[src/verilog/mmu_pkg.sv]
package mmu_pkg;

    // Sv32 address split
    localparam int VPN_W    = 10;  // Per level
    localparam int PPN_W    = 20;
    localparam int OFFSET_W = 12;

    typedef enum logic [1:0] {
        PRIV_U = 2'd0,
        PRIV_S = 2'd1,
        PRIV_M = 2'd3
    } priv_t;

    // Page table entry as stored in memory
    typedef struct packed {
        logic [11:0] ppn1;
        logic [9:0]  ppn0;
        logic [1:0]  rsw;
        logic        d;
        logic        a;
        logic        g;
        logic        u;
        logic        x;
        logic        w;
        logic        r;
        logic        v;
    } pte_t;

    typedef struct packed {
        logic [2*VPN_W-1:0] vpn;
        logic [PPN_W-1:0]   ppn;
        logic               u;
        logic               w;
        logic               r;
        logic               g;          // Kept, no ASID support
        logic               superpage;  // 4 MB leaf from level 1
    } tlb_entry_t;

    typedef struct packed {
        logic [31:0] vaddr;
        logic        write;
        priv_t       priv;
    } trans_req_t;

    typedef struct packed {
        logic [31:0] paddr;
        logic        done;
        logic        page_fault;
        logic        access_fault;
    } trans_rsp_t;

endpackage
[src/verilog/mmu.sv]
module mmu #(
    parameter int TLB_ENTRIES = 8
) (
    input  logic                    clk,
    input  logic                    rst_n,
    input  logic                    req_valid,
    input  mmu_pkg::trans_req_t     req,
    input  logic [31:0]             satp,
    input  logic                    vm_enable,
    input  logic                    tlb_flush,
    input  logic                    flush_one,
    input  logic [31:0]             flush_addr,
    output mmu_pkg::trans_rsp_t     rsp,
    output logic                    ptw_req,
    output logic [31:0]             ptw_addr,
    input  logic                    ptw_ready,
    input  mmu_pkg::pte_t           ptw_data
);

    import mmu_pkg::*;

    logic       hit;
    tlb_entry_t hit_entry;
    logic       fill;
    tlb_entry_t fill_entry;
    logic       walk_fault;
    logic       priv_ok;
    logic       perm_ok;
    logic       xlate;      // Translated request in flight
    logic [31:0] xlate_paddr;

    sv32_tlb #(
        .TLB_ENTRIES (TLB_ENTRIES)
    ) u_tlb (
        .clk          (clk),
        .rst_n        (rst_n),
        .lookup_vaddr (req.vaddr),
        .hit          (hit),
        .hit_entry    (hit_entry),
        .fill         (fill),
        .fill_entry   (fill_entry),
        .flush        (tlb_flush),
        .flush_one    (flush_one),
        .flush_addr   (flush_addr)
    );

    sv32_ptw u_ptw (
        .clk        (clk),
        .rst_n      (rst_n),
        .start      (xlate && !hit),  // Ignored unless the walker is idle
        .vaddr      (req.vaddr),
        .root_ppn   (satp[PPN_W-1:0]),
        .mem_req    (ptw_req),
        .mem_addr   (ptw_addr),
        .mem_ready  (ptw_ready),
        .mem_data   (ptw_data),
        .fill       (fill),
        .fill_entry (fill_entry),
        .fault      (walk_fault)
    );

    assign xlate = req_valid && vm_enable;

    always_comb begin
        case (req.priv)
            PRIV_M:  priv_ok = 1'b1;
            PRIV_S:  priv_ok = !hit_entry.u;
            default: priv_ok = hit_entry.u;  // User mode
        endcase
        perm_ok = req.write ? hit_entry.w : hit_entry.r;
    end

    // Superpage keeps VPN0 from the request
    assign xlate_paddr = hit_entry.superpage
        ? {hit_entry.ppn[PPN_W-1:VPN_W], req.vaddr[OFFSET_W+VPN_W-1:0]}
        : {hit_entry.ppn, req.vaddr[OFFSET_W-1:0]};

    always_comb begin
        if (!vm_enable) begin
            rsp.paddr        = req.vaddr;
            rsp.done         = req_valid;
            rsp.page_fault   = 1'b0;
            rsp.access_fault = 1'b0;
        end else begin
            rsp.paddr        = hit ? xlate_paddr : '0;
            rsp.done         = xlate && hit && priv_ok && perm_ok;
            rsp.access_fault = xlate && hit && !(priv_ok && perm_ok);
            rsp.page_fault   = xlate && walk_fault;
        end
    end

endmodule

[src/verilog/sv32_ptw.sv]
module sv32_ptw (
    input  logic                    clk,
    input  logic                    rst_n,
    input  logic                    start,
    input  logic [31:0]             vaddr,
    input  logic [19:0]             root_ppn,
    output logic                    mem_req,
    output logic [31:0]             mem_addr,
    input  logic                    mem_ready,
    input  mmu_pkg::pte_t           mem_data,
    output logic                    fill,
    output mmu_pkg::tlb_entry_t     fill_entry,
    output logic                    fault
);

    import mmu_pkg::*;

    typedef enum logic [2:0] {
        S_IDLE,
        S_L1_REQ,
        S_L1_WAIT,
        S_L0_REQ,
        S_L0_WAIT,
        S_DONE
    } state_t;

    state_t           state, state_nxt;
    logic [31:0]      vaddr_q;    // Stable copy for the whole walk
    logic [PPN_W-1:0] base_ppn;   // Table being read at this level
    logic [VPN_W-1:0] vpn_idx;
    logic [PPN_W-1:0] pte_ppn;
    logic             pte_bad;
    logic             pte_ptr;
    logic             leaf;

    // Physical addresses are 32 bits here, top two PPN1 bits dropped
    assign pte_ppn = {mem_data.ppn1[PPN_W-VPN_W-1:0], mem_data.ppn0};
    assign pte_bad = !mem_data.v || (mem_data.w && !mem_data.r);
    assign pte_ptr = !mem_data.r && !mem_data.w && !mem_data.x;

    assign vpn_idx  = (state == S_L0_REQ) ? vaddr_q[OFFSET_W+VPN_W-1:OFFSET_W]
                                          : vaddr_q[31:OFFSET_W+VPN_W];
    assign mem_addr = {base_ppn, vpn_idx, 2'b00};  // 4-byte PTEs
    assign mem_req  = (state == S_L1_REQ) || (state == S_L0_REQ);
    assign fill     = (state == S_DONE);

    always_comb begin
        state_nxt = state;
        fault     = 1'b0;
        leaf      = 1'b0;
        case (state)
            S_IDLE:   if (start) state_nxt = S_L1_REQ;
            S_L1_REQ: state_nxt = S_L1_WAIT;
            S_L1_WAIT: begin
                if (mem_ready) begin
                    if (pte_bad || (!pte_ptr && mem_data.ppn0 != '0)) begin
                        fault     = 1'b1;  // Includes misaligned superpage
                        state_nxt = S_IDLE;
                    end else if (pte_ptr) begin
                        state_nxt = S_L0_REQ;
                    end else begin
                        leaf      = 1'b1;
                        state_nxt = S_DONE;
                    end
                end
            end
            S_L0_REQ: state_nxt = S_L0_WAIT;
            S_L0_WAIT: begin
                if (mem_ready) begin
                    if (pte_bad || pte_ptr) begin
                        fault     = 1'b1;
                        state_nxt = S_IDLE;
                    end else begin
                        leaf      = 1'b1;
                        state_nxt = S_DONE;
                    end
                end
            end
            default:  state_nxt = S_IDLE;  // S_DONE
        endcase
    end

    always_ff @(posedge clk or negedge rst_n) begin
        if (!rst_n) begin
            state <= S_IDLE;
        end else begin
            state <= state_nxt;
        end
    end

    always_ff @(posedge clk) begin
        if (state == S_IDLE && start) begin
            vaddr_q  <= vaddr;
            base_ppn <= root_ppn;
        end
        if (state == S_L1_WAIT && mem_ready && pte_ptr) begin
            base_ppn <= pte_ppn;  // Descend to level 0
        end
        if (leaf) begin
            fill_entry.vpn       <= vaddr_q[31:OFFSET_W];
            fill_entry.ppn       <= pte_ppn;
            fill_entry.u         <= mem_data.u;
            fill_entry.w         <= mem_data.w;
            fill_entry.r         <= mem_data.r;
            fill_entry.g         <= mem_data.g;
            fill_entry.superpage <= (state == S_L1_WAIT);
        end
    end

endmodule

[src/verilog/sv32_tlb.sv]
module sv32_tlb #(
    parameter int TLB_ENTRIES = 8
) (
    input  logic                    clk,
    input  logic                    rst_n,
    input  logic [31:0]             lookup_vaddr,
    output logic                    hit,
    output mmu_pkg::tlb_entry_t     hit_entry,
    input  logic                    fill,
    input  mmu_pkg::tlb_entry_t     fill_entry,
    input  logic                    flush,
    input  logic                    flush_one,
    input  logic [31:0]             flush_addr
);

    import mmu_pkg::*;

    localparam int IDX_W = (TLB_ENTRIES > 1) ? $clog2(TLB_ENTRIES) : 1;

    logic                 valid [TLB_ENTRIES];
    tlb_entry_t           entries [TLB_ENTRIES];
    logic [IDX_W-1:0]     victim;  // Round-robin fill pointer

    // Superpages compare on VPN1 only
    function automatic logic vpn_match(input tlb_entry_t ent, input logic [31:0] addr);
        logic [2*VPN_W-1:0] vpn;
        vpn = addr[31:OFFSET_W];
        if (ent.superpage) begin
            return ent.vpn[2*VPN_W-1:VPN_W] == vpn[2*VPN_W-1:VPN_W];
        end
        return ent.vpn == vpn;
    endfunction

    // Walk downwards so the lowest matching slot wins
    always_comb begin
        hit       = 1'b0;
        hit_entry = '0;
        for (int i = TLB_ENTRIES - 1; i >= 0; i--) begin
            if (valid[i] && vpn_match(entries[i], lookup_vaddr)) begin
                hit       = 1'b1;
                hit_entry = entries[i];
            end
        end
    end

    always_ff @(posedge clk or negedge rst_n) begin
        if (!rst_n) begin
            for (int i = 0; i < TLB_ENTRIES; i++) begin
                valid[i] <= 1'b0;
            end
            victim <= '0;
        end else begin
            if (flush) begin
                for (int i = 0; i < TLB_ENTRIES; i++) begin
                    if (!flush_one || vpn_match(entries[i], flush_addr)) begin
                        valid[i] <= 1'b0;
                    end
                end
            end
            // Fill after flush, an in-flight walk still lands
            if (fill) begin
                valid[victim] <= 1'b1;
                if (victim == IDX_W'(TLB_ENTRIES - 1)) begin
                    victim <= '0;
                end else begin
                    victim <= victim + 1'b1;
                end
            end
        end
    end

    // Entry payload, no reset needed
    always_ff @(posedge clk) begin
        if (fill) begin
            entries[victim] <= fill_entry;
        end
    end

endmodule

[config.mk]
export PLATFORM = sky130hd
export DESIGN_NAME = mmu
export DESIGN_NICKNAME = d
export VERILOG_FILES = /design/src/verilog/mmu_pkg.sv /design/src/verilog/mmu.sv /design/src/verilog/sv32_ptw.sv /design/src/verilog/sv32_tlb.sv
export SDC_FILE = /design/constraint.sdc
export NUM_CORES = 1
export LEC_CHECK = 0
export BUFFER_PORTS_ARGS = -buffer_cell sky130_fd_sc_hd__buf_2
export CELL_PAD_IN_SITES_DETAIL_PLACEMENT = 0
export CELL_PAD_IN_SITES_GLOBAL_PLACEMENT = 2
export CORE_UTILIZATION = 45
export CTS_CLUSTER_SIZE = 20
export DETAILED_ROUTE_END_ITERATION = 16
export PLACE_DENSITY = 0.9
export SLEW_MARGIN = 20
export SYNTH_ARGS = -nofsm -noshare
export SYNTH_HDL_FRONTEND = slang
export SYNTH_SLANG_ARGS = --single-unit
[constraint.sdc]
create_clock -name clk -period 7.25 [get_ports clk]
set_clock_uncertainty 0.05 [all_clocks]
set_input_delay 0 -clock clk [delete_from_list [all_inputs] [get_ports clk]]
set_output_delay 0 -clock clk [all_outputs]
set_load 0.05 [all_outputs]
==> metrics.md <==
| Metric | Value |
|---|---|
| Status | `finished, final reports clean` |
| Via count | `13200` |
| Fmax | `223 MHz` |
| Global-route usage over all layers | `24.5%` |
| Chip height | `215 um` |
| First-pass GRT wire length | `83.3 mm` |
| Critical path's slowest cell | `nor2b_1` |
| Final #Nets | `between 1500 and 2000` |
| Clk pwr share | `38.7%` |
| WL met2 | `26.9 mm` |
| Power Density | `244 nW/um2` |
| Post-synth cell types | `68` |
| Slew Limit Fails | `0` |
| Synthesis warning total | `0` |
| Vias/cell | `approximately 5.7` |
| Met1 WL | `roughly 24 mm` |
| Worst Path Max Fanout | `30` |
| Pint | `between 4 and 5 mW` |
| Root Driver | `clkbuf_16` |
| Syn avg cell area | `14.2 um2` |
| Antenna violations before repair | `1` |
| Layout cells sized above 1 | `18.5%` |
| Combinational fraction of design power | `10.0%` |
| Tot Pwr | `5.84 mW` |
| Worst Path Arrival | `4.43 ns` |
| # Max-Cap Violations | `0` |
| Worst VDD drop | `0.000196 V` |
| Multi-input gate area | `6520 um2` |
| Startpoint types | `register` |
| Final Util | `between 50% and 60%` |
| Die area | `roughly 46000 um2` |
| Post-synthesis async set-or-reset flop share | `3.11%` |
| RSZ-0062 raised after global routing | `no` |
| CORE AREA | `44400 um2` |
| Final setup fails | `0` |
| Pre-antenna DRT Iters | `5` |
| Area delta synth->final | `17.9%` |
| DRT antenna net count | `0` |
| Final hold vios | `0` |
| Place WS | `3.44 ns` |
| Placed insts | `2145` |
| Cell family with most CP delay | `simple AND/OR/NAND/NOR gates` |
| Crit Path Class | `register to output pin` |
| TritonCTS Buffers | `between 40 and 50` |
| Sw Ratio | `24.7%` |
| Hold crit path type | `input port to register` |
| Min cycle time layout | `4.48 ns` |
| Main combinational cell family by area after synthesis | `XOR/XNOR gates` |
| Total negative setup slack | `0 ns` |
| Non-filler instance count after layout | `2304` |
| Mux contribution to synthesized area | `between 2 and 2.5%` |
| Max stage delay on crit path | `0.87 ns` |
| Drc violations | `0` |
| Synthesized flop and latch total | `450` |
| XOR/XNOR Fraction of Synth Area | `13.8%` |
| Power share of the sequential group | `51.2%` |
| Vias in the first global route | `13300` |
| Seq/Total Area, Yosys | `between 60% and 70%` |
| Post-Synth Simple-Gate Area | `under 10%` |
| Setup ws final | `2.77 ns` |
| Total leakage power | `8.20 nW` |
| # H-tree levels | `2` |
| Drt initial violations | `1200` |
| Register Area | `13400 um2` |
| Initial Util | `roughly 46%` |
| CP Cell Sequence | `xnor2_1, nand4_1, nor4_1, o21a_1, buf_4, nor2b_1, a22oi_1, a21oi_1, a21oi_1, mux2i_1, buf_2` |
| Post-synth EDFFs | `roughly 440` |
| Clk sinks | `450` |
| Port Buffers | `roughly 170` |
| Grt ovf | `0` |
| DIE WIDTH | `215 um` |
| Highest routed layer | `met4` |
| Adder-Cell Fraction of Synth Area | `0.123%` |
| WL/cell | `24.5 um` |
| Net Sw Power | `about 1.4 mW` |
| Clk slew on worst S/H paths | `0.06 ns` |
| Crit-path most repeated cell | `a21oi_1` |
| Post-Syn Area | `20300 um2` |
| Worst skew pair latency | `0.57 ns` |
| CP required | `approximately 7 ns` |
| Hold WS | `roughly 0.022 ns` |
| Final Cycle Share | `61.8%` |
| Final Cell Area | `about 24000 um2` |
| Max transition margin | `between 20% and 30%` |
| Routed WL | `56.5 mm` |
| Fill count | `3592` |
| Metal3 WL | `4.00 mm` |
| Synth Instances | `1435` |
| Top FF cell, synth | `edfxtp_1` |
| Synth Area in Compound Gates | `8.28%` |
| Largest net degree at the start of global routing | `46` |
| Post-DP HPWL | `35.7 mm` |
| FP Rows | `77` |
| Crit. End Element | `output pin` |
| CTS tree | `done` |
| Actual slew at the worst max-slew pin | `roughly 1.2 ns` |
| Placed cell areas | `21800 um2` |
| IO Pins | `just over 200` |
| RePlAce Congestion | `0.894` |
| Worst path buffer plus inverter count | `2` |
| CTS max path bufs | `3` |
[final timing paths]
check	startpoint	endpoint	slack, ns	depth (start not counted)
max	u_tlb.entries[2][30]	rsp[15]	2.77	11
max in group asynchronous	rst_n	u_tlb.valid[5]	5.87	3
max reg2reg	u_tlb.entries[5][26]	u_ptw.base_ppn[19]	3.43	10
min in group asynchronous	rst_n	u_tlb.valid[1]	0.66	3
min reg2reg	u_ptw.vaddr_q[26]	u_ptw.fill_entry[39]	0.39	0
min	ptw_data[0]	u_ptw.state[2]	0.02	5
[state kept, by name, indices dropped and copies added, names as in the netlist]
name and flops:
u_tlb.entries 352, u_ptw.base_ppn 20, u_ptw.fill_entry 44, u_tlb.valid 8, u_ptw.vaddr_q 20, u_tlb.victim 3, u_ptw.state 3
[power by group through the flow]
stage               Clock [mW]  Combinational, mW  Sequential [mW]
floorplan                    0              0.350             3.06
global placement             0              0.544             3.04
detailed placement           0              0.549             3.04
CTS                       2.28              0.585             2.99
global route              2.38              0.622             3.00
finish                    2.26              0.586             2.99
[cells by family after synthesis]
| family | count (synthesis) |
|---|---|
| AOI/OAI and AO/OA | 258 |
| DFF | 450 |
| adders and majority gates | 2 |
| xor gates and xnor gates | 320 |
| other | 1 |
| and+or+nand+nor | 261 |
| buffers and inverters | 98 |
| muxes | 45 |
[final cells by class]
type | instances | share of cell area (%)
Timing Repair Buffer | 267 | 7.32
Antenna cell | 1 | 0.0104
Tap cell | 592 | 3.09
Sequential cell | 450 | 56.1
Clock buffer | 58 | 4.99
Inverter | 20 | 0.313
Clock inverter | 28 | 0.950
Multi-Input combinational cell | 888 | 27.2
[worst register-to-register path, delay by kind of cell, from the launching register on]
| family | cells | cell delay [ns] |
|---|---|---|
| AOI/OAI and AO/OA | 3 | 1.09 |
| xor gates and xnor gates | 1 | 0.21 |
| buffers and inverters | 1 | 0.34 |
| DFF | 1 | 0.41 |
| and+or+nand+nor | 5 | 1.39 |
[cells in the final DEF (no fill, tap or decap), types with 17 or more instances in the layout]
cell type / netlist / final
edfxtp_1: 436 / 436
buf_2: 17 / 172
xor2_1: 167 / 167
xnor2_1: 152 / 152
dlygate4sd3_1: 0 / 72
a21oi_1: 58 / 58
o21ai_0: 57 / 55
nor2_1: 53 / 46
clkbuf_16: 0 / 46
nand4_1: 45 / 45
nor4_1: 44 / 43
mux2_2: 32 / 32
nand2_1: 30 / 30
buf_4: 9 / 23
a221oi_1: 21 / 21
inv_1: 20 / 20
a22oi_1: 20 / 20
o21a_1: 19 / 19
nor3_1: 20 / 17
a21o_1: 17 / 17
[layer usage]
layer / GRT usage, % / vias up
li1: - / 5881
met1: 32.8 / 6632
met2: 40.3 / 555
met3: 4.06 / 117
met4: 8.43 / 0
met5: 0 / -
[synthesized netlist by cell type (19+ instances only)]
cell type / count / area share [%]
a21oi_1: 58 / 1.4
a221oi_1: 21 / 0.90
a22oi_1: 20 / 0.74
clkbuf_1: 44 / 0.81
edfxtp_1: 436 / 64
inv_1: 20 / 0.37
mux2_2: 32 / 1.8
nand2_1: 30 / 0.55
nand4_1: 45 / 1.4
nor2_1: 53 / 0.98
nor3_1: 20 / 0.49
nor4_1: 44 / 1.4
o21a_1: 19 / 0.70
o21ai_0: 57 / 1.4
xnor2_1: 152 / 6.5
xor2_1: 167 / 7.2
[timing repair]
action,in CTS,in global routing
gates resized for setup,0,0
setup buffers,0,0
setup endpoints to repair,0,0
hold endpoints to repair,88,0
hold buffers,72,0
Power figures use the tool's default switching activity.
